==> src/lut_pkg.sv <==
package lut_pkg;

   // Default widths, overridden only at the top level
   localparam int DATA_W_DEF = 32;
   localparam int ADDR_W_DEF = 12;

   // Data word for bus, table and result
   typedef logic [DATA_W_DEF-1:0] word_t;

   // Word index into the table
   typedef logic [ADDR_W_DEF-3:0] idx_t;

   // Byte address into the table
   typedef logic [ADDR_W_DEF-1:0] baddr_t;

   // Host address, top bit picks the control region
   typedef logic [ADDR_W_DEF:0] haddr_t;

   // Control register word offsets
   localparam logic [2:0] REG_START0 = 3'd0;
   localparam logic [2:0] REG_START1 = 3'd1;
   localparam logic [2:0] REG_STRIDE = 3'd2;
   localparam logic [2:0] REG_COUNT  = 3'd3;
   localparam logic [2:0] REG_GO     = 3'd4;
   localparam logic [2:0] REG_RESULT = 3'd5;
   localparam logic [2:0] REG_STATUS = 3'd6;

endpackage
==> src/lut_accum.sv <==
module lut_accum
   import lut_pkg::*;
#(
   parameter int DATA_W = DATA_W_DEF
) (
   input  logic  clk,
   input  logic  rst,

   input  logic  go,
   input  logic  issue,
   input  word_t out0,
   input  word_t out1,

   output word_t result,
   output logic  done
);

   logic [DATA_W-1:0] sum;
   logic              issue_d1;
   logic              issue_d2;
   logic              pending;
   logic              last;

   // Delay line matches the two-cycle lookup latency
   always_ff @(posedge clk or posedge rst) begin
      if (rst) begin
         issue_d1 <= 1'b0;
         issue_d2 <= 1'b0;
      end else begin
         issue_d1 <= issue;
         issue_d2 <= issue_d1;
      end
   end

   always_ff @(posedge clk or posedge rst) begin
      if (rst) begin
         sum <= '0;
      end else if (go) begin
         sum <= '0;
      end else if (issue_d2) begin
         // Wraps modulo 2^DATA_W
         sum <= sum + out0 + out1;
      end
   end

   // Only the final aligned word may still be in stage two
   assign last = pending && !issue && !issue_d1;

   always_ff @(posedge clk or posedge rst) begin
      if (rst) begin
         pending <= 1'b0;
         done    <= 1'b0;
      end else begin
         done <= last;
         if (go) begin
            pending <= 1'b1;
         end else if (last) begin
            pending <= 1'b0;
         end
      end
   end

   assign result = sum;

endmodule

==> config.mk <==
export PLATFORM = sky130hd
export DESIGN_NAME = lut_accum
export DESIGN_NICKNAME = d
export VERILOG_FILES = /design/src/lut_pkg.sv /design/src/lut_accum.sv
export SDC_FILE = /design/constraint.sdc
export NUM_CORES = 1
export LEC_CHECK = 0
export ABC_AREA = 1
export BUFFER_PORTS_ARGS = -buffer_cell sky130_fd_sc_hd__buf_2
export CAP_MARGIN = 25
export CORE_ASPECT_RATIO = 1.75
export CORE_MARGIN = 5
export CORE_UTILIZATION = 52
export CTS_BUF_LIST = sky130_fd_sc_hd__clkbuf_4 sky130_fd_sc_hd__clkbuf_8 sky130_fd_sc_hd__clkbuf_16
export DETAILED_ROUTE_END_ITERATION = 7
export MAX_ROUTING_LAYER = met4
export PLACE_DENSITY = 0.82
export RECOVER_POWER = 25
export SYNTH_ARGS = -nofsm -noshare
export SYNTH_HDL_FRONTEND = slang
export SYNTH_SLANG_ARGS = --single-unit
export TNS_END_PERCENT = 10
==> constraint.sdc <==
create_clock -name clk -period 6.2 [get_ports clk]
set_input_delay 0.62 -clock clk [delete_from_list [all_inputs] [get_ports clk]]
set_output_delay 0.62 -clock clk [all_outputs]
set_load 0.02 [all_outputs]
==> summary.log <==
[power] power consumption 2580 uW
[timing] setup TNS 0 ns
[route] Residual DRC 0
[floorplan] placement row count 43
[floorplan] overall die area 10000 sq um
[power] total leakage power 0.00295 uW
[route] remaining number of nets flagged by the antenna check after routing 0
[timing] setup repair after global routing missed its margin no
[floorplan] Initial Util 52.9%
[timing] Rel. slew slack -48.2%
[route] router iterations before antenna repair 5
[setup_path] launching element type of the critical path input pin
[setup_path] worst-path maximum fanout 5
[logic_synthesis] number of cells produced by synthesis 626
[power] internal power 1140 uW
[power] Psw 1440 uW
[hold_path] worst hold path type register to register
[global_routing] wire length of the first global-routing pass 21000 microns
[cts] CTS tree done
[logic_synthesis] biggest area contributors in the synthesized netlist nand2_1, dfrtp_1, fa_1
[logic_synthesis] cell type contributing the most total cell area after synthesis nand2_1
[setup_path] delay of the slowest critical-path stage 0.49 ns
[cts] number of clock sinks 36
[logic_synthesis] compound-gate portion of the synthesized area 7.27%
[final_layout] synth-to-layout area growth 18.4%
[cts] deepest level of the CTS H-tree 2
[floorplan] CORE AREA 7910 sq um
[final_layout] area occupied by multi-input gates 2880 sq um
[power] Comb power frac 72.6%
[global_routing] combined global-route utilization of all metal layers 27.8%
[logic_synthesis] number of synthesized register bits 36
[global_routing] antenna violations before repair 0
[cts] clock root buffer master clkbuf_16
[logic_synthesis] count of yosys warnings during synthesis 0
[power] Peak supply drop 0.275 mV
[global_routing] via count of the first global-routing pass 4423
[setup_path] Crit-path slowest cell fa_1
[floorplan] die span in y 129 microns
[final_layout] nets 859
[timing] worst hold slack 0.382 ns
[logic_synthesis] main combinational cell family by area after synthesis simple AND/OR/NAND/NOR gates
[timing] number of setup violations in the final report 0
[logic_synthesis] Mapped Avg Cell Area 6.68 sq um
[logic_synthesis] post-synthesis instance area 4180 sq um
[power] power density over cell area 521 nW/um^2
[final_layout] fraction of final layout cells sized beyond drive strength 1 18.6%
[logic_synthesis] share of synthesized area occupied by flip-flops and latches 21.5%
[final_layout] number of antenna cells inserted 0
[setup_path] worst path cell trace buf_2 -> fa_1 -> ha_1 -> nand2_1 -> inv_1 -> nand2_1 -> nor3_1 -> nand3_1 -> nand3_1 -> nand2_1 -> nand3_1 -> nand2_1
[logic_synthesis] simple-gate share of the synthesized area 36.2%
[flow_run] max capacitance violation total 1
[logic_synthesis] share of the synthesized netlist area taken by xor and xnor gates 1.05%
[cts] Clk pin slew, worst setup/hold paths 0.07 ns
[logic_synthesis] syn nets 756
[final_layout] number of fillers in the final layout 741
[logic_synthesis] number of distinct library cells after synthesis 29
[cts] clock insertion delay at the later pin of the skew report 0.29 ns
[cts] buffers inserted by post-CTS timing repair 0
[timing] ratio of final minimum period to clock period 44.6%
[timing] post-layout minimum cycle time 2.76 ns
[global_routing] pin count of the biggest net entering global routing 37
[placed_design] count of buffers from port buffering 100
[route] number of violations reported at the end of detailed-routing iteration 0 206
[route] WL/cell 15.9 microns
[final_layout] final non-filler cell total 820
[placed_design] final HPWL from detailed placement 11000 microns
[timing] slew at the pin closest to its max-slew limit 2.22 ns
[timing] pins over their slew limit 37
[route] post-DR vias/cell 5.19
[floorplan] I/O Pins 101
[final_layout] Sequential Area 901 sq um
[setup_path] Crit path required time 6.39 ns
[logic_synthesis] post-synth top area share 22.7%
[setup_path] most repeated library cell on the critical path nand2_1
[global_routing] gr ovfl total 0
[route] total length of routed wires 13000 microns
[setup_path] critical path start-end classification input pin to register
[cts] maximum number of buffers from clock root to sink 2
[timing] highest clock rate 362 MHz
[power] switching fraction of total power 55.8%
[cts] number of buffers created by CTS 5
[setup_path] critical path data arrival time 2.95 ns
[power] relative contribution of the clock network to total power 11.7%
[logic_synthesis] multiplexer share of the synthesized area 0%
[run_status] result of the run finished with violations
[placed_design] post-detailed-placement cell area 4790 sq um
[run_status] violated checks capacitance limit, slew limit
[placed_design] GPL Wtd Cong 0.918
[timing] number of hold violations in the final report 0
[cts] post-CTS sizing 0
[route] via count of the routed design 4254
[floorplan] Die Wd 77.8 microns
[final_layout] summed area of non-filler cells in the final layout 4950 sq um
[power] part of the total power dissipated in sequential elements 15.7%
[cts] hold-fix buffers at CTS 0
[logic_synthesis] adder-cell share of the synthesized area 24.3%
[timing] final clock skew 0.00808 ns
[setup_path] Critical Path End Type register
[placed_design] Cell Count Post-Placement 812
final timing paths:
kind	from	to	slack, ns	depth (start not counted)
hold reg to reg	issue_d1	issue_d2	0.38	0
setup reg to reg	result[13]	result[24]	3.47	11
max in group asynchronous	rst	result[28]	3.79	3
hold / removal	issue_d1	issue_d2	0.38	0
min in group asynchronous	rst	result[18]	1.13	3
setup / recovery	out0[13]	result[24]	3.44	12
power groups by stage:
stage | Clock, uW | Sequential (uW) | Combinational [uW]
after CTS | 305 | 405 | 1870
final | 301 | 404 | 1870
after global placement | 0 | 402 | 1830
after detailed placement | 0 | 407 | 1870
after global routing | 317 | 417 | 2100
after floorplan | 0 | 494 | 1230
final cells by class:
cell class / count / share of cell area [%]
Timing Repair Buffer: 102 / 10.3
Multi-Input combinational cell: 484 / 58.2
Clock buffer: 5 / 2.53
Tap cell: 90 / 2.28
Inverter: 100 / 7.58
Clock inverter: 3 / 0.859
Sequential cell: 36 / 18.2
kinds of logic after synthesis:
logic type / after synthesis
xor gates and xnor gates: 5
buffers and inverters: 106
AOI/OAI and AO/OA: 55
adders and majority gates: 62
and+or+nand+nor: 362
DFF: 36
metal layers:
layer  GRT usage (%)  vias up  part of all wire [%]
li1                -     2139                     -
met5               -        -                     0
met3            2.66       29                   3.6
met2            54.9      117                    59
met1            26.3     1969                    34
met4            11.7        0                   3.3
sequential cells by signal (all words and copies together), names as in the netlist:
signal	flops
issue_d2	1
issue_d1	1
pending	1
result	32
done	1
critical path, delay by kind of cell:
family / cells / cell delay (ns)
adder cells (fa/ha/maj): 2 / 0.90
buffers and inverters: 2 / 0.22
AND/OR/NAND/NOR: 8 / 1.21
cells in the final DEF, fill, tap and decap left out, drive strengths merged:
master	synthesis	routed
nand3	38	38
o31ai	1	1
a22o	3	3
or2	1	1
xor2	2	2
o21ai	17	17
nor2	46	46
nand4	5	5
nand2	263	263
a21o	1	1
xnor2	3	3
buf	2	101
ha	30	30
clkinvlp	0	1
o21bai	3	3
clkinv	0	1
bufinv	0	1
fa	32	32
nor3	7	7
and2	2	2
a21oi	29	29
a32o	1	1
clkbuf	4	6
dfrtp	36	36
inv	100	100
cell usage after synthesis:
master and n:
nand2_1 253, inv_1 98, nor2_1 39, dfrtp_1 36, nand3_1 33, fa_1 32
ha_1 30, a21oi_1 29, o21ai_0 12, nand2_2 10, nor2_2 7, nand3_2 5
nand4_1 5, nor3_1 5, o21ai_1 5, a22o_1 3, clkbuf_1 3, o21bai_1 3
xnor2_1 3, and2_1 2, buf_2 2, inv_2 2, nor3_2 2, xor2_1 2
a21o_1 1, a32o_1 1, clkbuf_4 1, o31ai_1 1, or2_2 1
through the flow:
step           utilization, %  worst slack (ns)
2_1_floorplan               -              3.65
3_3_place_gp             60.5              3.18
3_5_place_dp             60.5              3.16
4_1_cts                  62.6              3.47
5_1_grt                  62.6              3.35
6_report                 62.6              3.44
(Power assumes the default switching activity.)
