**config.mk**
```make
export PLATFORM = sky130hd
export DESIGN_NAME = lut_bus_decode
export DESIGN_NICKNAME = d
export VERILOG_FILES = /design/src/lut_pkg.sv /design/src/lut_bus_decode.sv
export SDC_FILE = /design/constraint.sdc
export NUM_CORES = 1
export LEC_CHECK = 0
export BUFFER_PORTS_ARGS = -buffer_cell sky130_fd_sc_hd__buf_2
export CAP_MARGIN = 20
export CORE_ASPECT_RATIO = 2
export CORE_UTILIZATION = 41
export DETAILED_ROUTE_END_ITERATION = 16
export PLACE_DENSITY = 0.85
export SETUP_SLACK_MARGIN = 0.02
export SKIP_LAST_GASP = 1
export SYNTH_ARGS = -nofsm -noshare
export SYNTH_HDL_FRONTEND = slang
export SYNTH_SLANG_ARGS = --single-unit
```
**constraint.sdc**
```tcl
create_clock -name clk -period 1.9 [get_ports clk]
set_clock_uncertainty 0.05 [all_clocks]
set_input_delay 0.38 -clock clk [delete_from_list [all_inputs] [get_ports clk]]
set_output_delay 0.38 -clock clk [all_outputs]
set_load 0.02 [all_outputs]
```
**src/lut_pkg.sv**
```systemverilog
package lut_pkg;

   // Default widths, overridden only at the top level
   localparam int DATA_W_DEF = 32;
   localparam int ADDR_W_DEF = 12;

   // Data word for bus, table and result
   typedef logic [DATA_W_DEF-1:0] word_t;

   // Word index into the table
   typedef logic [ADDR_W_DEF-3:0] idx_t;

   // Byte address into the table
   typedef logic [ADDR_W_DEF-1:0] baddr_t;

   // Host address, top bit picks the control region
   typedef logic [ADDR_W_DEF:0] haddr_t;

   // Control register word offsets
   localparam logic [2:0] REG_START0 = 3'd0;
   localparam logic [2:0] REG_START1 = 3'd1;
   localparam logic [2:0] REG_STRIDE = 3'd2;
   localparam logic [2:0] REG_COUNT  = 3'd3;
   localparam logic [2:0] REG_GO     = 3'd4;
   localparam logic [2:0] REG_RESULT = 3'd5;
   localparam logic [2:0] REG_STATUS = 3'd6;

endpackage
```
**src/lut_bus_decode.sv**
```systemverilog
module lut_bus_decode
   import lut_pkg::*;
#(
   parameter int ADDR_W = ADDR_W_DEF
) (
   input  logic       clk,
   input  logic       rst,

   input  logic       valid,
   input  logic [3:0] wstrb,
   input  haddr_t     addr,
   output logic       rvalid,
   output word_t      rdata,

   output logic       tbl_valid,
   output baddr_t     tbl_addr,
   input  logic       tbl_rvalid,
   input  word_t      tbl_rdata,

   output logic       ctl_valid,
   output logic       ctl_write,
   output logic [2:0] ctl_reg,
   input  logic       ctl_rvalid,
   input  word_t      ctl_rdata
);

   logic  ctl_sel;
   logic  rd_ctl;
   word_t rdata_mux;
   word_t rdata_q;

   // Region select
   assign ctl_sel = addr[ADDR_W];

   assign tbl_valid = valid && !ctl_sel;
   assign tbl_addr  = addr[ADDR_W-1:0];

   assign ctl_valid = valid && ctl_sel;
   assign ctl_write = (wstrb != '0);
   assign ctl_reg   = addr[4:2];

   // Both sides answer one cycle after the read, never together
   assign rvalid    = tbl_rvalid || ctl_rvalid;
   assign rdata_mux = rd_ctl ? ctl_rdata : tbl_rdata;
   assign rdata     = rvalid ? rdata_mux : rdata_q;

   always_ff @(posedge clk or posedge rst) begin
      if (rst) begin
         rd_ctl  <= 1'b0;
         rdata_q <= '0;
      end else begin
         if (valid && (wstrb == '0)) begin
            rd_ctl <= ctl_sel;
         end
         // Keep the last response on the bus
         if (rvalid) begin
            rdata_q <= rdata_mux;
         end
      end
   end

endmodule

```
==> implementation parameters <==
Parameter                              Value

Power and ir drop
  Power density over the cells ... 898 nW/um^2
  Clock network power share ... 0.227
  Leakage dissipation ... 0.00123 uW
  Portion of total power attributed to sequential cells ... 0.391
  Relative contribution of combinational cells to total power ... 0.382
  Internal cell power ... 1450 uW
  Maximum resistive drop on vdd ... 0.676 mV
  Switching power share of the total ... 0.326
  Switching component of the power ... 702 uW

Placement
  Post-detailed-placement cell area ... 2140 sq um
  Global placer's final weighted congestion ... 0.818
  Total half-perimeter wirelength after legalization and detailed placement ... a little under 3000 microns
  Port Buffer Count ... 109

Worst setup path
  Critical path class ... reg -> out
  Startpoint types ... flip-flop
  Maximum fanout along the worst path ... 23
  Data required time at the worst endpoint ... 1470 ps
  CP arrival ... between 1000 and 1500 ps
  Slack of the worst reg-to-reg path ... 650 ps
  Crit. End Element ... output port

Logic synthesis
  Post-synthesis instance area ... 1640 sq um
  Synth top area cells ... sky130_fd_sc_hd__dfrtp_1 (50%), sky130_fd_sc_hd__mux2i_1 (20%), sky130_fd_sc_hd__a21oi_1 (9.8%), sky130_fd_sc_hd__nor2_1 (7.6%), sky130_fd_sc_hd__buf_4 (6.9%)
  Net count after synthesis ... 249
  Number of distinct library cell variants in the gate-level netlist after synthesis ... 14
  Share of the synthesized area in the top cell type ... 0.504
  Number of synthesized register bits ... 33
  Syn Area/Cell ... 10.1 sq um
  Number of warning messages in the yosys log ... 0
  Post-synthesis cell count ... 163
  Library cell occupying the most area in the post-synthesis netlist ... sky130_fd_sc_hd__dfrtp_1
  Seq/Total Area, Yosys ... 0.504

Clock network
  TritonCTS clock tree ... built
  H-Tree Level Count ... 2
  Number of buffers inserted for hold repair after clock tree synthesis ... 0
  Clock latency of the later-clocked register in the worst-skew pair ... ~270 ps
  Clock Sinks ... 33
  Clk buf depth ... 2
  Number of clock buffers inserted by TritonCTS ... 5
  Clock-pin slew on the worst setup and hold paths ... 60 ps
  Cell at the root of the clock tree ... sky130_fd_sc_hd__clkbuf_8

Drt
  First-iteration detailed-routing DRC count ... 15
  Detailed-routed wire length on met3 ... around 200 microns
  Routed via count ... 1527
  Wire length on met1 ... 1410 microns
  Final routed DRC violation total ... 0
  Met2 Wirelength ... 2400 microns
  Uppermost routed layer ... met4
  Total wirelength of the detailed-routed design ... 4160 microns
  Residual antenna-violating net count after detailed routing ... 0
  Average vias per placed instance ... 4.80
  Per-cell routed wire length ... 13.1 microns
  TritonRoute pass-1 iters ... 4

GRT
  First-pass GRT wire length ... 5890 microns
  Total routing usage reported by global routing ... 0.192
  Vias in the first global route ... between 1000 and 1500
  Initial antenna violation count ... 0
  Maximum number of pins on one net before global-route repair ... 66
  Aggregate global routing overflow ... 0

Timing
  Total of endpoints with negative setup slack in the final report ... 0
  Highest clock frequency the design can meet ... 0.537 GHz
  Minimum clock period after layout ... approximately 1900 ps
  Number of hold violations in the final report ... 0
  Tcrit/Tclk final ... 0.981
  Unrepaired setup endpoints after global routing ... yes
  Relative slew margins ... 0.726
  Number of pins with negative max-slew slack in the final report ... 0
  Worst slew pin tran ... 412 ps

Final layout
  Core utilization of the finished layout ... 0.623
  Final std cell area, no fill ... between 2000 and 2500 sq um
  Commonest non-fill, non-tap cell in the layout ... sky130_fd_sc_hd__buf_2
  Antenna diode count ... 0
  # nets final ... ~350
  Number of fillers in the final layout ... 328
  Most used cells in the layout excluding fill and tap cells ... sky130_fd_sc_hd__buf_2 (85), sky130_fd_sc_hd__buf_4 (35), sky130_fd_sc_hd__nor2_1 (33), sky130_fd_sc_hd__dfrtp_1 (32), sky130_fd_sc_hd__mux2i_1 (30)
  Share of cells above drive strength 1 ... 0.528
  Layout Area Growth over Synthesis ... 46.0%

Outcome
  Outcome ... complete, no violations

Die
  Area of the die ... 4270 sq um
  Die X-Extent ... 46.7 microns
  Area of the core ... 3840 sq um
  Initial standard-cell utilization of the core ... 0.426
  Die outline height ... just over 90 microns
  Std-Cell Rows ... 32
  Io pins ... 137

Hold path
  Class of the worst hold path ... in -> async

Run
  Maximum capacitance violations ... 0
==> worst max-delay path: stages, from the launching register on <==
cell                      delay [ps]
sky130_fd_sc_hd__dfrtp_2         430
sky130_fd_sc_hd__buf_12          180
sky130_fd_sc_hd__mux2i_4         210
sky130_fd_sc_hd__a21oi_2         170
sky130_fd_sc_hd__buf_4           160
==> what timing repair did <==
item | 4_1_cts | 5_1_grt
gates cloned | 0 | 0
endpoints found under the setup margin | 4 | 28
setup buffers | 0 | 9
gates resized for setup | 3 | 30
pin swaps | 1 | 3
==> power by group through the flow <==
stage,Combinational (uW),Sequential (uW),Clock [uW]
6_report,821,841,487
5_1_grt,881,849,539
4_1_cts,723,841,509
3_5_place_dp,712,854,0
3_3_place_gp,697,850,0
2_1_floorplan,525,840,0
==> synth_stat cells <==
| master | count |
|---|---|
| sky130_fd_sc_hd__a21oi_1 | 32 |
| sky130_fd_sc_hd__and2_1 | 1 |
| sky130_fd_sc_hd__buf_1 | 5 |
| sky130_fd_sc_hd__buf_2 | 5 |
| sky130_fd_sc_hd__buf_4 | 15 |
| sky130_fd_sc_hd__clkbuf_1 | 1 |
| sky130_fd_sc_hd__dfrtp_1 | 33 |
| sky130_fd_sc_hd__inv_1 | 2 |
| sky130_fd_sc_hd__mux2_1 | 1 |
| sky130_fd_sc_hd__mux2i_1 | 32 |
| sky130_fd_sc_hd__nor2_1 | 33 |
| sky130_fd_sc_hd__nor2_2 | 1 |
| sky130_fd_sc_hd__or2_1 | 1 |
| sky130_fd_sc_hd__or4_4 | 1 |
==> registers in the layout, summed over array words and instances (netlist names) <==
| signal | flops |
|---|---|
| rdata_q | 32 |
| rd_ctl | 1 |
==> cell type report <==
type | instances | area (sq um) | area share
flip-flops and latches | 33 | 827 | 0.346
clock buffers | 6 | 72.6 | 0.0303
well taps | 51 | 63.8 | 0.0267
multi-input cells | 102 | 684 | 0.286
inverters | 2 | 7.51 | 0.00314
clock inverters | 2 | 10.0 | 0.00418
repair buffers | 122 | 728 | 0.304
==> kinds of logic (layout without fill, tap and decap cells) <==
family	count (synthesis)	in the layout	synth area share
simple gates	37	37	0.0939
flops	33	33	0.504
compound gates	32	32	0.0977
buf+inv	28	132	0.102
mux	33	33	0.202
==> per-stage QoR <==
stage	total power [uW]	setup TNS (ps)	setup WS, ps	cells	hold slack, ps
final	2150	0	36.4	318	131
after global routing	2270	-161	-24.0	318	157
after CTS	2070	-9.71	-9.71	309	137
after detailed placement	1570	0	27.9	301	438
after global placement	1550	0	56.7	301	434
after floorplan	1360	0	0.932	163	459
==> layer usage <==
| layer | GRT usage | up-vias |
|---|---|---|
| met4 | 0.114 | 0 |
| li1 | - | 738 |
| met3 | 0.0417 | 23 |
| met1 | 0.188 | 701 |
| met5 | 0 | - |
| met2 | 0.336 | 65 |
==> final timing paths <==
kind	from	endpoint	cells past startpoint
worst min register to register	rdata_q[13]$_DFF_PP0_	rdata_q[13]$_DFF_PP0_	2
max in group asynchronous	rst	rd_ctl$_DFFE_PP0P_	3
worst min-delay path	rst	rdata_q[26]$_DFF_PP0_	3
worst max-delay path	rd_ctl$_DFFE_PP0P_	rdata[15]	4
min in group clk	addr[12]	rd_ctl$_DFFE_PP0P_	2
worst max register to register	rd_ctl$_DFFE_PP0P_	rdata_q[7]$_DFF_PP0_	4
No activity file was read; power rests on OpenSTA's default activity.
