`config.mk`:
```
export PLATFORM = sky130hd
export DESIGN_NAME = lut_unit
export DESIGN_NICKNAME = d
export VERILOG_FILES = /design/src/lut_pkg.sv /design/src/lut_unit.sv
export SDC_FILE = /design/constraint.sdc
export NUM_CORES = 1
export LEC_CHECK = 0
export ABC_CLOCK_PERIOD_IN_PS = 7200
export BUFFER_PORTS_ARGS = -buffer_cell sky130_fd_sc_hd__buf_2
export CORE_AREA = 2 2 113 115
export CTS_CLUSTER_SIZE = 24
export DETAILED_ROUTE_END_ITERATION = 6
export DIE_AREA = 0 0 115 117
export PLACE_DENSITY = 0.69
export SYNTH_ARGS = -nofsm -noshare
export SYNTH_HDL_FRONTEND = slang
export SYNTH_SLANG_ARGS = --single-unit
```
`constraint.sdc`:
```
create_clock -name clk -period 7.2 [get_ports clk]
set_clock_uncertainty 0.15 [all_clocks]
set_input_delay 1.44 -clock clk [delete_from_list [all_inputs] [get_ports clk]]
set_output_delay 1.44 -clock clk [all_outputs]
set_load 0.01 [all_outputs]
```
`src/lut_pkg.sv`:
```
package lut_pkg;

   // Default widths, overridden only at the top level
   localparam int DATA_W_DEF = 32;
   localparam int ADDR_W_DEF = 12;

   // Data word for bus, table and result
   typedef logic [DATA_W_DEF-1:0] word_t;

   // Word index into the table
   typedef logic [ADDR_W_DEF-3:0] idx_t;

   // Byte address into the table
   typedef logic [ADDR_W_DEF-1:0] baddr_t;

   // Host address, top bit picks the control region
   typedef logic [ADDR_W_DEF:0] haddr_t;

   // Control register word offsets
   localparam logic [2:0] REG_START0 = 3'd0;
   localparam logic [2:0] REG_START1 = 3'd1;
   localparam logic [2:0] REG_STRIDE = 3'd2;
   localparam logic [2:0] REG_COUNT  = 3'd3;
   localparam logic [2:0] REG_GO     = 3'd4;
   localparam logic [2:0] REG_RESULT = 3'd5;
   localparam logic [2:0] REG_STATUS = 3'd6;

endpackage
```
`src/lut_unit.sv`:
```
module lut_unit
   import lut_pkg::*;
#(
   parameter int DATA_W = DATA_W_DEF,
   parameter int ADDR_W = ADDR_W_DEF
) (
   input  logic              clk,
   input  logic              rst,

   input  logic              tbl_valid,
   input  logic [DATA_W/8-1:0] wstrb,
   input  baddr_t            tbl_addr,
   input  word_t             wdata,
   output logic              tbl_rvalid,
   output word_t             tbl_rdata,

   input  idx_t              in0,
   input  idx_t              in1,
   output word_t             out0,
   output word_t             out1,

   output baddr_t            p0_addr,
   output word_t             p0_wdata,
   output logic              p0_write,
   input  word_t             p0_rdata,
   output baddr_t            p1_addr,
   input  word_t             p1_rdata
);

   logic   wr_pending;
   baddr_t wr_addr;
   word_t  wr_data;
   logic   bus_write;
   logic   bus_read;

   // Any nonzero strobe writes the full word
   assign bus_write = tbl_valid && (wstrb != '0);
   assign bus_read  = tbl_valid && (wstrb == '0);

   // Table is write-only from the bus
   assign tbl_rdata = '0;

   always_ff @(posedge clk or posedge rst) begin
      if (rst) begin
         wr_pending <= 1'b0;
         wr_addr    <= '0;
         wr_data    <= '0;
         tbl_rvalid <= 1'b0;
      end else begin
         wr_pending <= bus_write;
         tbl_rvalid <= bus_read;
         if (bus_write) begin
            wr_addr <= tbl_addr;
            wr_data <= wdata;
         end
      end
   end

   // Pending write steals port 0 from lookup index 0
   assign p0_addr  = wr_pending ? wr_addr : {in0[ADDR_W-3:0], 2'b00};
   assign p0_wdata = wr_data;
   assign p0_write = wr_pending;

   assign p1_addr = {in1[ADDR_W-3:0], 2'b00};

   // Second stage of the lookup pipeline
   always_ff @(posedge clk or posedge rst) begin
      if (rst) begin
         out0 <= '0;
         out1 <= '0;
      end else begin
         out0 <= p0_rdata;
         out1 <= p1_rdata;
      end
   end

endmodule

```
==> results of run 1 <==
power groups by stage:
stage          combinational (W)  sequential (W)  clock (W)
2_1_floorplan          0.0000902        0.000714          0
3_3_place_gp            0.000178        0.000693          0
3_5_place_dp            0.000182        0.000696          0
4_1_cts                 0.000183        0.000684   0.000508
5_1_grt                 0.000197        0.000688   0.000532
6_report                0.000178        0.000683   0.000489
metrics by stage:
stage	hold slack (ns)	worst slack, ns	util (%)
after floorplan	0.324	2.71	-
after global placement	0.333	3.69	40.3
after detailed placement	0.335	3.68	40.3
after CTS	0.355	3.68	42.8
after global routing	0.369	3.66	42.8
final	0.351	3.69	42.8
metal layers:
| metal | track usage (%) | part of all wire, % |
|---|---|---|
| met1 | 13.3 | 36 |
| met2 | 19.9 | 51 |
| met3 | 5.46 | 11 |
| met4 | 6.75 | 2.3 |
| met5 | 0 | 0 |
final timing paths:
check | start | endpoint | cells past startpoint
max in group asynchronous | rst | out1[26]$_DFF_PP0_ | 3
hold reg to reg | wr_addr[0]$_DFFE_PP0P_ | wr_addr[0]$_DFFE_PP0P_ | 1
hold / removal | wr_addr[0]$_DFFE_PP0P_ | wr_addr[0]$_DFFE_PP0P_ | 1
setup / recovery | in0[3] | p0_addr[5] | 3
min in group asynchronous | rst | out1[17]$_DFF_PP0_ | 2
setup reg to reg | p0_wdata[10]$_DFFE_PP0P_ | p0_wdata[10]$_DFFE_PP0P_ | 1
layout by cell type (no fill, tap or decap):
cell type     n
clkbuf_8      1
inv_1         1
inv_8         2
inv_6         1
buf_2       234
nor4_1        1
inv_4         1
o41ai_4       1
mux2_4       10
conb_1       34
clkinv_8      1
clkinvlp_4    2
buf_4         2
clkbuf_16     9
and2_1        3
dfrtp_1     110
mux2_2       44
registers in the layout (all words and copies together) (netlist names):
name and count:
wr_addr 12, out1 32, p0_wdata 32, tbl_rvalid 1, p0_write 1, out0 32
final cells by class:
cell class,instances,share of cell area [%]
inverters,2,0.190
multi-input cells,93,15.7
clock inverters,6,1.19
repair buffers,236,22.5
clock buffers,10,4.54
well taps,150,3.57
flip-flops and latches,110,52.3
cells by family (layout without fill, tap and decap cells):
logic type             count (synthesis)  in the layout
AO/OA/AOI/OAI                          1              1
flip-flops                           110            110
multiplexers                          54             54
other                                  1             34
buffers and inverters                 51            254
AND/OR/NAND/NOR                        4              4
==> qor.csv, run 1 <==
stage,metric,value,unit
cells_and_area,layout-drive-gt1-share,67.4,%
grt,antenna_found_initial,0,
critical_path,cp_data_required_time,5.61,ns
floorplanning,die_area,13500,um2
critical_path,crit_arrival,1.92,ns
cts,root_buffer,clkbuf_16,
yosys,synth_cell_types,11,
grt,grt_pass1_wl,12200,um
yosys,synth.area.top_cells,"dfrtp_1, mux2_2, buf_4",
run,maxCapViolations,0,
critical_path,crit_path_end_kind,output pin,
cts,numCtsBuffers,9,
grt,grt_max_degree,79,
placed_design,dp.cells,591,
yosys,synthXorXnorAreaFrac,0,%
pwr,power,0.00135,W
yosys,ys_warn_count,0,
cts,worstSkewPairLatency,0.34,ns
sta,finalSetupViolations,0,
pwr,power_frac_seq,50.6,%
critical_path,crit_chain,buf_2 -> mux2_2 -> buf_2,
cells_and_area,regArea,2750,um2
pwr,power_frac_clock,36.2,%
cts,cts_hold_repair.buffers,0,
cells_and_area,nets,587,
cells_and_area,nFillCells,1157,
cts,post_cts_buffers,0,
floorplanning,fp.dieW,115,um
yosys,avgSynthCellArea,17.4,um2
critical_path,crit_buf_inv,2,
floorplanning,initial_core_util,31.2,%
yosys,yosysMostFrequentCell,dfrtp_1,
cts,cts.sinks,110,
placed_design,io_buffers,234,
sta,hold_viol,0,
yosys,synth_top_area_cell,dfrtp_1,
pwr,p_sw_share,25.3,%
yosys,synth_fa_ha_area_share,0,%
pwr,power.switching,0.000342,W
cells_and_area,multiInputGateArea,826,um2
placed_design,placed_cell_area,4960,um2
yosys,ys.flop_type,dfrtp_1,
placed_design,gp_congestion,0.752,
critical_path,worstPathMaxFanout,1,
placed_design,dp_hpwl,6530,um
cells_and_area,fin_area,5260,um2
sta,period_share,48.8,%
critical_path,start_kind,primary input,
floorplanning,core-area,12300,um2
yosys,postSynth.asyncResetShare,100,%
floorplanning,rows,41,
sta,finalMaxSlewViolations,0,
min_path,hold_path_class,flip-flop to flip-flop,
grt,grt.total_usage,12.2,%
cts,cts_tree,done,
critical_path,cpLargestDelayFamily,multiplexers,
sta,tns,0,ns
route,drt_iter0_drc,44,
critical_path,crit_type,primary input to output pin,
route,dr.pass1.iters,3,
grt,grt-ovfl-total,0,
cts,clkTransAtPathRegs,0.07,ns
cells_and_area,fin_cells,607,
sta,rsz0062_at_grt,false,
sta,relSlewSlack,37.6,%
yosys,synth_top_area_share,71.7,%
pwr,power.density,256,nW/um2
pwr,p_leak,2.76,nW
floorplanning,io_pins,289,
yosys,synth_top_family_by_area,multiplexers,
yosys,synthesis.area,3840,um2
yosys,synthMuxAreaShare,16.8,%
run_status,status,completed,
yosys,ys_seq_area_share,71.7,%
grt,grt_pass1_vias,2436,
critical_path,critical-path-slowest-cell,mux2_2,
pwr,peakVddDrop,0.143,mV
sta,clock.fmax,285,MHz
sta,tightest_slew,0.936,ns
route,drcViolationCount,0,
route,avgRoutedWirePerCell,13.7,um
route,num_vias,2478,
critical_path,crit_top_cell,buf_2,
pwr,internal-power,0.00101,W
yosys,ys_ff_latch,110,
yosys,synth_compound_area_share,0.717,%
cts,cts-resized-gates,0,
yosys,synth_cells,221,
sta,min_period,3.51,ns
route,viasPerCell,4.08,
cts,cts_max_level,3,
critical_path,r2r_slack,6.27,ns
cts,clockBufferDepth,2,
cells_and_area,area_delta_synth_final,37.0,%
pwr,p_comb_share,13.2,%
route,ant_nets,0,
route,routed_wirelength,8310,um
critical_path,critPathMaxStageDelay,0.25,ns
yosys,synth_common_cells,"dfrtp_1, buf_4, mux2_2",
floorplanning,fp.dieH,117,um
yosys,synth_edf_count,0,
cells_and_area,diodes,0,
yosys,synth-simple-area-share,0.651,%
Note: power is estimated with default switching activity, not from simulation.
==> run 2: changes to the inputs <==
ABC_CLOCK_PERIOD_IN_PS = 2850   (was 7200)
PLACE_DENSITY = 0.72   (was 0.69)
clock period = 2.85 ns   (was 7.2 ns; I/O delays follow)
==> run 2 against run 1 <==
Effect of this change: total power increased to 2.6 times the previous value; design area increased by 0.83%; combinational power increased to 2.5 times the previous value; die area unchanged; cell count increased by 0.16%; first-iteration DRC count increased by 30%; non-clock buffer count increased by 1; largest power group unchanged.
==> qor.csv, run 2 (synthesized netlist as in run 1, its figures left out) <==
stage,metric,value,unit,change
run_status,status,completed,,
critical_path,r2r_slack,1.92,ns,-4.35 ns
critical_path,crit_path_end_kind,output pin,,
placed_design,io_buffers,234,,unchanged
cts,numCtsBuffers,9,,unchanged
sta,hold_viol,0,,unchanged
cells_and_area,layout-drive-gt1-share,67.5,%,+0.071 points
cells_and_area,nets,588,,+0.17%
sta,finalSetupViolations,0,,unchanged
cells_and_area,multiInputGateArea,826,um2,unchanged
grt,grt_pass1_vias,2485,,+2.0%
cts,cts.sinks,110,,unchanged
cells_and_area,layout_commonest_cell,buf_2,,
cts,worstSkewPairLatency,0.35,ns,about the same
grt,grt_max_degree,72,,-8.9%
route,avgRoutedWirePerCell,13.6,um,-0.71%
cts,cts_tree,done,,
sta,finalMaxSlewViolations,0,,unchanged
floorplanning,fp.dieW,115,um,unchanged
sta,layout_setup_ws,0.620,ns,-3.07 ns
sta,period_share,78.2,%,
floorplanning,rows,41,,unchanged
floorplanning,fp.dieH,117,um,unchanged
cts,clockBufferDepth,2,,unchanged
placed_design,post-place-ws,0.745,ns,-2.94 ns
cells_and_area,nFillCells,1136,,-1.8%
sta,clock.fmax,449,MHz,
route,routed_wirelength,8260,um,-0.54%
cts,cts_hold_repair.buffers,0,,unchanged
floorplanning,io_pins,289,,unchanged
critical_path,r2r_start,p0_wdata[26]$_DFFE_PP0P_,,
critical_path,critPathLaunch,p0_write$_DFF_PP0_,,
grt,grt.total_usage,12.1,%,-0.078 points
critical_path,r2r_cells,1,,unchanged
cells_and_area,diodes,0,,unchanged
cts,cts-resized-gates,0,,unchanged
critical_path,cp_data_required_time,2.13,ns,-3.48 ns
route,drt_iter0_drc,57,,+30%
floorplanning,core-area,12300,um2,unchanged
grt,grt-ovfl-total,0,,unchanged
pwr,power.density,649,nW/um2,+150%
floorplanning,die_area,13500,um2,unchanged
route,drcViolationCount,0,,unchanged
cts,cts_max_level,3,,unchanged
cts,root_buffer,clkbuf_16,,
critical_path,worstPathMaxFanout,13,,+12
placed_design,gp_congestion,0.738,,-1.8%
sta,rsz0062_at_grt,false,,
sta,relSlewSlack,66.4,%,+29 points
grt,antenna_found_initial,0,,unchanged
placed_design,dp_hpwl,6410,um,-1.9%
sta,tightest_slew,0.504,ns,-0.432 ns
cts,post_cts_buffers,0,,unchanged
critical_path,crit_arrival,1.51,ns,-0.41 ns
critical_path,start_kind,flip-flop,,
floorplanning,initial_core_util,31.2,%,unchanged
route,dr.pass1.iters,3,,unchanged
critical_path,crit_type,flip-flop to output pin,,
route,num_vias,2446,,-1.3%
pwr,p_leak,2.78,nW,+0.68%
sta,tns,0,ns,unchanged
cells_and_area,regArea,2750,um2,unchanged
min_path,hold_path_class,primary input to asynchronous set/reset pin,,
cts,clkTransAtPathRegs,0.08,ns,about the same
pwr,peakVddDrop,0.391,mV,+170%
run,maxCapViolations,0,,unchanged
route,viasPerCell,4.02,,-1.5%
pwr,power,0.00345,W,+160%
cells_and_area,area_delta_synth_final,38.2,%,
grt,grt_pass1_wl,12200,um,+0.35%
route,ant_nets,0,,unchanged
cells_and_area,layout_common_cells,"buf_2, dfrtp_1, mux2_2, conb_1, mux2_4",,
sta,min_period,2.23,ns,
[run 2: cell types whose count changed in the layout (fill, tap and decap cells not counted)]
cell	change
clkbuf_8	-1
clkinv_8	+1
buf_12	+2
clkinv_4	+2
inv_4	-1
inv_8	-1
buf_4	-1
clkinvlp_4	-1
inv_12	+1
[run 2: path summary, 6_finish.rpt]
check                                      endpoint
min reg2reg                 p0_wdata[3]$_DFFE_PP0P_
max in group asynchronous    wr_addr[6]$_DFFE_PP0P_
max reg2reg                p0_wdata[26]$_DFFE_PP0P_
min                        p0_wdata[20]$_DFFE_PP0P_
min in group clk                 out1[22]$_DFF_PP0_
max                                      p0_addr[2]
[run 2: power by group]
group	switching, W	leakage, nW	internal, W
Clock	0.000633	0.151	0.000633
Combinational	0.000221	1.34	0.000233
Sequential	0.0000508	1.29	0.00168
Total	0.000905	2.78	0.00254
[run 2: routing by layer]
| layer | wire length [um] | global-route usage [%] |
|---|---|---|
| met5 | 0 | 0 |
| met2 | 4200 | 20.1 |
| met4 | 133 | 4.82 |
| met1 | 2960 | 13.1 |
| met3 | 976 | 6.39 |
[run 2: area by class of cell]
cell class                 instances  area share, %
tap                              150           3.54
clock buffer                       9           4.24
timing repair buffer             237           23.0
multi-input combinational         93           15.6
clock inverter                     7           1.63
inverter                           2          0.212
sequential                       110           51.9
[run 2: per-stage QoR]
stage	hold WS, ns	cells	util [%]	area (um2)
6_report	0.159	608	43.1	5310
5_1_grt	0.145	608	43.1	5310
4_1_cts	0.149	608	43.1	5310
3_5_place_dp	0.340	592	40.6	5000
3_3_place_gp	0.337	592	40.6	5000
2_1_floorplan	0.324	254	-	3970
[run 2: worst max-delay path, stage by stage (launching register included)]
cell and delay, ns:
dfrtp_1 0.64, mux2_2 0.39, buf_2 0.14
