**src/lut_pkg.sv**
```systemverilog
package lut_pkg;

   // Default widths, overridden only at the top level
   localparam int DATA_W_DEF = 32;
   localparam int ADDR_W_DEF = 12;

   // Data word for bus, table and result
   typedef logic [DATA_W_DEF-1:0] word_t;

   // Word index into the table
   typedef logic [ADDR_W_DEF-3:0] idx_t;

   // Byte address into the table
   typedef logic [ADDR_W_DEF-1:0] baddr_t;

   // Host address, top bit picks the control region
   typedef logic [ADDR_W_DEF:0] haddr_t;

   // Control register word offsets
   localparam logic [2:0] REG_START0 = 3'd0;
   localparam logic [2:0] REG_START1 = 3'd1;
   localparam logic [2:0] REG_STRIDE = 3'd2;
   localparam logic [2:0] REG_COUNT  = 3'd3;
   localparam logic [2:0] REG_GO     = 3'd4;
   localparam logic [2:0] REG_RESULT = 3'd5;
   localparam logic [2:0] REG_STATUS = 3'd6;

endpackage
```
**src/lut_addr_gen.sv**
```systemverilog
module lut_addr_gen
   import lut_pkg::*;
#(
   parameter int DATA_W = DATA_W_DEF,
   parameter int ADDR_W = ADDR_W_DEF
) (
   input  logic       clk,
   input  logic       rst,

   input  logic       ctl_valid,
   input  logic       ctl_write,
   input  logic [2:0] ctl_reg,
   input  word_t      wdata,
   output logic       ctl_rvalid,
   output word_t      ctl_rdata,

   output idx_t       in0,
   output idx_t       in1,
   output logic       issue,
   output logic       go,

   input  word_t      result,
   input  logic       done
);

   typedef enum logic [1:0] {
      ST_IDLE,
      ST_RUN,
      ST_DRAIN
   } state_t;

   state_t state;
   word_t  start0_q;
   word_t  start1_q;
   word_t  stride_q;
   word_t  count_q;
   word_t  remain;
   idx_t   idx0;
   idx_t   idx1;
   idx_t   step;
   word_t  status;
   logic   busy;
   logic   wr_en;
   logic   rd_en;

   assign wr_en = ctl_valid && ctl_write;
   assign rd_en = ctl_valid && !ctl_write;

   assign busy   = (state != ST_IDLE);
   assign status = {{(DATA_W-1){1'b0}}, busy};

   // GO is dropped while a run is in flight
   assign go = wr_en && (ctl_reg == REG_GO) && !busy;

   assign step  = idx_t'(stride_q[ADDR_W-3:0]);
   assign issue = (state == ST_RUN);
   assign in0   = idx0;
   assign in1   = idx1;

   always_ff @(posedge clk or posedge rst) begin
      if (rst) begin
         start0_q <= '0;
         start1_q <= '0;
         stride_q <= '0;
         count_q  <= '0;
      end else if (wr_en) begin
         case (ctl_reg)
            REG_START0: start0_q <= wdata;
            REG_START1: start1_q <= wdata;
            REG_STRIDE: stride_q <= wdata;
            REG_COUNT:  count_q  <= wdata;
            default: ;
         endcase
      end
   end

   always_ff @(posedge clk or posedge rst) begin
      if (rst) begin
         state  <= ST_IDLE;
         idx0   <= '0;
         idx1   <= '0;
         remain <= '0;
      end else begin
         case (state)
            ST_IDLE: begin
               if (go) begin
                  idx0   <= idx_t'(start0_q[ADDR_W-3:0]);
                  idx1   <= idx_t'(start1_q[ADDR_W-3:0]);
                  remain <= count_q;
                  state  <= (count_q == '0) ? ST_DRAIN : ST_RUN;
               end
            end
            ST_RUN: begin
               // Index wrap comes from the idx_t width
               idx0   <= idx0 + step;
               idx1   <= idx1 + step;
               remain <= remain - 1'b1;
               if (remain == word_t'(1)) begin
                  state <= ST_DRAIN;
               end
            end
            ST_DRAIN: begin
               if (done) begin
                  state <= ST_IDLE;
               end
            end
            default: state <= ST_IDLE;
         endcase
      end
   end

   // Register readback, one cycle after the access
   always_ff @(posedge clk or posedge rst) begin
      if (rst) begin
         ctl_rvalid <= 1'b0;
         ctl_rdata  <= '0;
      end else begin
         ctl_rvalid <= rd_en;
         if (rd_en) begin
            case (ctl_reg)
               REG_START0: ctl_rdata <= start0_q;
               REG_START1: ctl_rdata <= start1_q;
               REG_STRIDE: ctl_rdata <= stride_q;
               REG_COUNT:  ctl_rdata <= count_q;
               REG_RESULT: ctl_rdata <= result;
               REG_STATUS: ctl_rdata <= status;
               default:    ctl_rdata <= '0;
            endcase
         end
      end
   end

endmodule

```
**config.mk**
```make
export PLATFORM = sky130hd
export DESIGN_NAME = lut_addr_gen
export DESIGN_NICKNAME = d
export VERILOG_FILES = /design/src/lut_pkg.sv /design/src/lut_addr_gen.sv
export SDC_FILE = /design/constraint.sdc
export NUM_CORES = 1
export LEC_CHECK = 0
export ABC_AREA = 1
export ABC_CLOCK_PERIOD_IN_PS = 17100
export BUFFER_PORTS_ARGS = -buffer_cell sky130_fd_sc_hd__buf_2
export CAP_MARGIN = 30
export CORE_AREA = 2 2 147 149
export DETAILED_ROUTE_END_ITERATION = 10
export DIE_AREA = 0 0 149 151
export GPL_ROUTABILITY_DRIVEN = 0
export PLACE_DENSITY_LB_ADDON = 0.25
export SETUP_SLACK_MARGIN = 0.1
export SLEW_MARGIN = 0
export SYNTH_ARGS = -nofsm -noshare
export SYNTH_HDL_FRONTEND = slang
export SYNTH_SLANG_ARGS = --single-unit
export TNS_END_PERCENT = 100
```
**constraint.sdc**
```tcl
create_clock -name clk -period 17.1 [get_ports clk]
set_input_delay 0 -clock clk [delete_from_list [all_inputs] [get_ports clk]]
set_output_delay 0 -clock clk [all_outputs]
set_load 0.005 [all_outputs]
```
==> results of run 1 <==
flip-flops by register name (all words and copies together) (netlist names):
| signal | cells |
|---|---|
| count_q | 32 |
| ctl_rdata | 32 |
| ctl_rvalid | 1 |
| in0 | 10 |
| in1 | 10 |
| remain | 32 |
| start0_q | 32 |
| start1_q | 32 |
| state | 2 |
| stride_q | 32 |
path summary, 6_finish.rpt:
check,start,to,slack (ns),depth (start not counted)
min reg2reg,ctl_rdata[19],ctl_rdata[19],0.48,2
min,ctl_reg[2],state[0],0.05,4
min in group asynchronous,rst,count_q[15],0.60,4
max in group asynchronous,rst,start0_q[16],14.73,6
max reg2reg,state[0],remain[14],14.18,7
max,state[0],remain[14],14.18,7
metrics by stage:
| step | power (mW) | hold WS (ns) |
|---|---|---|
| 2_1_floorplan | 1.21 | 0.160 |
| 3_3_place_gp | 1.39 | 0.300 |
| 3_5_place_dp | 1.41 | 0.00757 |
| 4_1_cts | 1.94 | 0.0300 |
| 5_1_grt | 2.08 | 0.0576 |
| 6_report | 1.95 | 0.0539 |
logic make-up (layout without fill, tap and decap cells):
group,Yosys count,count (layout),synth area share (%)
AOI/OAI and AO/OA,301,301,13.9
xor gates and xnor gates,13,13,1.00
and+or+nand+nor,766,766,27.6
buffers and inverters,208,390,7.44
DFF,215,215,47.5
adders and majority gates,22,22,2.56
cell usage in the layout (no fill, tap or decap), drive strengths merged, types with 4 or more instances in the layout:
cell type    count
a21oi           23
a22o             5
a31oi            6
buf            136
clkbuf          35
clkinv           4
dfrtp          215
dlygate4sd3     68
ha              20
inv            145
nand2          534
nand3           67
nand3b           5
nand4           17
nor2           122
nor3            19
o211ai           8
o21ai          245
o22ai            8
xor2            11
critical path, stage by stage, from the launching register on:
cell and delay, ns:
dfrtp_1 0.45, inv_2 0.11, nor2_8 0.51, inv_2 0.54, nand2_4 0.46, inv_2 0.35
a21oi_1 0.20, o21ai_0 0.09
routing by layer:
layer | track usage (%) | vias up | wire (µm)
met5 | 0 | - | 0
met4 | 7.05 | 0 | 676
met3 | 5.60 | 55 | 3140
met2 | 47.3 | 499 | 15000
met1 | 45.3 | 5213 | 14900
li1 | - | 5234 | -
cell type report:
class                           count  area [µm²]  share of cell area, %
Sequential cell                   215        5380                   39.4
Inverter                          146         559                   4.09
Timing Repair Buffer              204        1480                   10.9
Multi-Input combinational cell   1102        5110                   37.4
Clock buffer                       35         682                   4.99
Tap cell                          275         344                   2.52
Clock inverter                      5         100                  0.733
power by group through the flow:
stage / Combinational (mW) / Clock [mW] / Sequential [mW]
CTS: 0.650 / 0.523 / 0.769
global route: 0.753 / 0.542 / 0.790
floorplan: 0.467 / 0 / 0.746
detailed placement: 0.634 / 0 / 0.775
finish: 0.657 / 0.517 / 0.775
global placement: 0.612 / 0 / 0.774
==> results.py, run 1 <==
metrics = {
    "outcome": {
        "status": "finished, final reports clean",
    },
    "synth": {
        "ys_seq_area_share_pct": 47.5,
        "synthTopCellsByArea": "dfrtp_1, nand2_1, o21ai_0",
        "synth_ff_type": "dfrtp_1",
        "yosysTopAreaCellShare_pct": 47.5,
        "synth.most_common_cell": "nand2_1",
        "synth_commonest_cells": "nand2_1, dfrtp_1, o21ai_0",
        "synth.distinct_cells": 40,
        "syn_avg_cell_area_um2": 7.43,
        "synthCells": 1525,
        "synth_nets": 1619,
        "async_flop_share_pct": 100,
        "ys_ff_latch": 215,
        "syn_area_um2": 11300,
        "yosysWarnings": 0,
        "yosys.area.top_type": "dfrtp_1",
        "synth_edf_count": 0,
    },
    "timing": {
        "setup_ws_ns": 14.18,
        "finalMaxSlewViolations": 0,
        "min_period_ns": 2.92,
        "finalHoldViolCount": 0,
        "final.setup.tns_ns": 0,
        "max_freq_mhz": 343,
        "clock_skew_ns": 0.0121,
        "setup_viol": 0,
        "tightest_slew_ns": 0.923,
        "timing.slew.headroom_pct": 38.5,
        "fin_crit_sh_pct": 17.1,
        "rsz0062_at_grt": "no",
    },
    "clock_network": {
        "clkLatencyLatePin_ns": 0.54,
        "hold_buffers": 68,
        "post-cts-setup-buffers": 0,
        "clk_pin_slew_ns": 0.06,
        "cts_tree": "done",
        "cts_sinks": 215,
        "h-tree-depth": 1,
        "numCtsBuffers": 24,
        "clockBufferDepth": 3,
        "ctsResizeCount": 0,
        "cts_root_buffer": "clkbuf_16",
    },
    "floorplanning": {
        "fp.coreArea_um2": 20800,
        "dieArea_um2": 22500,
        "fp.dieW_um": 149,
        "io_pins": 127,
        "initial_core_util_pct": 54.4,
        "die_h_um": 151,
        "rows": 53,
    },
    "drt": {
        "vias": 11000,
        "avgViaCountPerCell": 5.55,
        "drtIter0Drc": 1177,
        "ant_nets": 0,
        "wl_per_cell_um": 17.0,
        "drt-total-wl_um": 33800,
        "drt_pass1_iterations": 6,
        "drc": 0,
    },
    "finish": {
        "nFillCells": 1826,
        "finalNonFillerCells": 1982,
        "antenna_cells": 0,
        "postLayoutCellArea_um2": 13700,
        "syn2layout_area_growth_pct": 20.6,
        "drive_gt1_share_pct": 11.5,
        "fin_util_pct": 65.6,
        "nets": 1787,
    },
    "power": {
        "combPwrFrac_pct": 33.7,
        "clockPowerShare_pct": 26.5,
        "ir_worst_vdd_uv": 75.7,
        "intPower_mw": 1.20,
        "power_density_nw_per_um2": 143,
        "seq_power_share_pct": 39.8,
        "p_switching_mw": 0.749,
        "swShare_pct": 38.4,
        "p_leak_nw": 6.89,
    },
    "global_routing": {
        "grt_pass1_vias": 10400,
        "grt-ovfl-total": 0,
        "antenna_found_initial": 0,
        "grt.total_usage_pct": 30.6,
        "grt_max_degree": 105,
        "grt_pass1_wl_um": 54600,
    },
    "setup_path": {
        "path_class": "flop to flop",
        "startpoint_type": "flop",
        "crit_fanout": 57,
        "arrival_ns": 3.32,
        "required_ns": 17.51,
        "cp-end-kind": "flop",
    },
    "place": {
        "dpl_cell_area_um2": 12200,
        "dp_slack_ns": 14.24,
        "numPortBuffers": 126,
        "hpwl_um": 22300,
        "dp_cells": 1874,
    },
    "worst_hold_path": {
        "hold_class": "input port to flop",
    },
    "job": {
        "maxCapViolations": 0,
    },
}
(Power assumes the default switching activity.)
==> run 2, diff against run 1 <==
- ABC_CLOCK_PERIOD_IN_PS: 17100 -> 2700
- clock period: 17.1 -> 2.7 ns (I/O delays scaled with it)
==> run 2 against run 1 <==
Effect of this change: sequential share of layout area down 0.21 points; first-iteration DRC count up 3.3%; critical endpoint is now in1[4]; sequential power rose to 6.3 times the previous value; via count up 0.59%; final cell count up 0.76%; clock power rose to 6.7 times the previous value; hold slack better by 0.039 ns; maximum frequency up 49%; clock-buffer cell count down 2; global-route usage down 0.47 points; wire length down 1.1%.
==> results.py, run 2 (synthesized netlist as in run 1, its figures left out) <==
metrics = {
    "outcome": {
        "status": "finished, final reports clean",
    },
    "finish": {
        "drive_gt1_share_pct": 12.4,
        "nets": 1796,
        "layout_common_cells": "nand2_1, dfrtp_1, o21ai_0",
        "final_common_cell": "nand2_1",
        "nFillCells": 1805,
        "postLayoutCellArea_um2": 13700,
        "syn2layout_area_growth_pct": 21.2,
        "fin_util_pct": 66.0,
        "finalNonFillerCells": 1997,
    },
    "clock_network": {
        "cts_sinks": 215,
        "clk_pin_slew_ns": 0.06,
        "cts_root_buffer": "clkbuf_16",
        "cts_tree": "done",
        "h-tree-depth": 1,
        "post-cts-setup-buffers": 0,
        "numCtsBuffers": 24,
        "clkLatencyLatePin_ns": 0.53,
        "clockBufferDepth": 3,
        "ctsResizeCount": 0,
    },
    "drt": {
        "avgViaCountPerCell": 5.54,
        "wl_per_cell_um": 16.7,
        "drc": 0,
        "ant_nets": 0,
        "drt-total-wl_um": 33400,
        "drtIter0Drc": 1216,
        "drt_pass1_iterations": 6,
        "vias": 11100,
    },
    "setup_path": {
        "crit_fanout": 36,
        "crit_end": "in1[4]",
        "crit_family": "buffers and inverters",
        "r2r-end": "in1[4]",
        "cp.depth": 8,
        "path_cells": "nor2_2 > inv_2 > nor2_8 > inv_4 > nand2_4 > inv_2 > nand2_1 > o21ai_1",
        "startpoint_type": "flop",
        "cp-end-kind": "flop",
        "worstReg2RegStart": "state[1]",
        "cpMostUsedCell": "inv_2",
        "required_ns": 3.14,
        "path_class": "flop to flop",
        "r2r_slack_ns": 0.75,
        "crit_start": "state[1]",
        "crit_slowest_cell": "inv_2",
        "ff2ff_path_depth": 8,
        "arrival_ns": 2.39,
        "crit_buf_inv": 3,
        "cpPeakStageDelay_ns": 0.50,
    },
    "floorplanning": {
        "die_h_um": 151,
        "fp.dieW_um": 149,
        "fp.coreArea_um2": 20800,
        "rows": 53,
        "initial_core_util_pct": 54.4,
        "io_pins": 127,
        "dieArea_um2": 22500,
    },
    "timing": {
        "finalHoldViolCount": 0,
        "setup_viol": 0,
        "clock_skew_ns": 0.0116,
        "timing.slew.headroom_pct": 55.4,
        "setup_ws_ns": 0.749,
        "fin_crit_sh_pct": 72.3,
        "max_freq_mhz": 512,
        "min_period_ns": 1.95,
        "finalMaxSlewViolations": 0,
        "rsz0062_at_grt": "no",
        "tightest_slew_ns": 0.667,
    },
    "global_routing": {
        "grt_pass1_wl_um": 53700,
        "grt.total_usage_pct": 30.1,
        "grt-ovfl-total": 0,
        "antenna_found_initial": 3,
        "grt_pass1_vias": 10300,
        "grt_max_degree": 121,
    },
    "power": {
        "ir_worst_vdd_uv": 451,
        "p_leak_nw": 6.92,
        "clockPowerShare_pct": 27.4,
        "combPwrFrac_pct": 33.5,
        "p_switching_mw": 4.80,
        "power_density_nw_per_um2": 913,
        "intPower_mw": 7.74,
        "power.total_mw": 12.5,
        "swShare_pct": 38.3,
        "seq_power_share_pct": 39.1,
    },
    "place": {
        "numPortBuffers": 126,
        "dpl_cell_area_um2": 12200,
        "hpwl_um": 22200,
        "dp_cells": 1881,
        "dp_slack_ns": 0.799,
    },
    "job": {
        "maxCapViolations": 0,
    },
    "worst_hold_path": {
        "hold_class": "input port to flop",
    },
}
-- run 2: metal layers --
| layer | track usage, % | wire (µm) | vias up | share of wire [%] |
|---|---|---|---|---|
| met2 | 45.9 | 14900 | 506 | 45 |
| met4 | 7.90 | 535 | 2 | 1.6 |
| li1 | - | - | 5270 | - |
| met5 | 0 | 13 | - | 0.039 |
| met1 | 45.5 | 14900 | 5238 | 45 |
| met3 | 4.28 | 3020 | 50 | 9.0 |
-- run 2: timing repair --
| action | CTS | global route |
|---|---|---|
| hold buffers | 70 | 0 |
| hold endpoints to repair | 378 | 0 |
| endpoints found under the setup margin | 0 | 0 |
-- run 2: power by group through the flow --
stage               clock network (mW)  registers [mW]  logic [mW]
global route                      3.62            5.01        4.77
detailed placement                   0            4.91        4.04
finish                            3.44            4.90        4.20
floorplan                            0            4.72        2.96
global placement                     0            4.89        3.93
CTS                               3.46            4.87        4.15
-- run 2: per-stage QoR --
| stage | setup TNS, ns | hold slack [ns] |
|---|---|---|
| after floorplan | -21.10 | 0.160 |
| after global placement | 0 | 0.233 |
| after detailed placement | 0 | 0.235 |
| after CTS | 0 | 0.0855 |
| after global routing | 0 | 0.129 |
| final | 0 | 0.0926 |
-- run 2: cell type report --
class | count | area [µm²] | share of cell area, %
antenna | 2 | 5.00 | 0.0364
clock buffer | 33 | 726 | 5.28
clock inverter | 11 | 115 | 0.838
inverter | 146 | 556 | 4.04
multi-input combinational | 1102 | 5110 | 37.2
sequential | 215 | 5380 | 39.2
tap | 275 | 344 | 2.50
timing repair buffer | 213 | 1500 | 10.9
-- run 2: how the worst min path moves through the flow --
stage | depth (start not counted) | slack (ns) | startpoint | to
after CTS | 5 | 0.09 | ctl_reg[0] | remain[2]
after detailed placement | 3 | 0.23 | rst | ctl_rdata[30]
after global routing | 5 | 0.13 | ctl_reg[0] | remain[2]
final | 5 | 0.09 | ctl_reg[0] | remain[2]
after floorplan | 2 | 0.16 | ctl_reg[2] | go
after global placement | 3 | 0.23 | rst | ctl_rdata[30]
-- run 2: worst reg2reg max path: stages, from the launching register on --
cell and delay (ns):
dfrtp_1 0.48, nor2_2 0.09, inv_2 0.10, nor2_8 0.07, inv_4 0.29, nand2_4 0.08
inv_2 0.50, nand2_1 0.15, o21ai_1 0.12
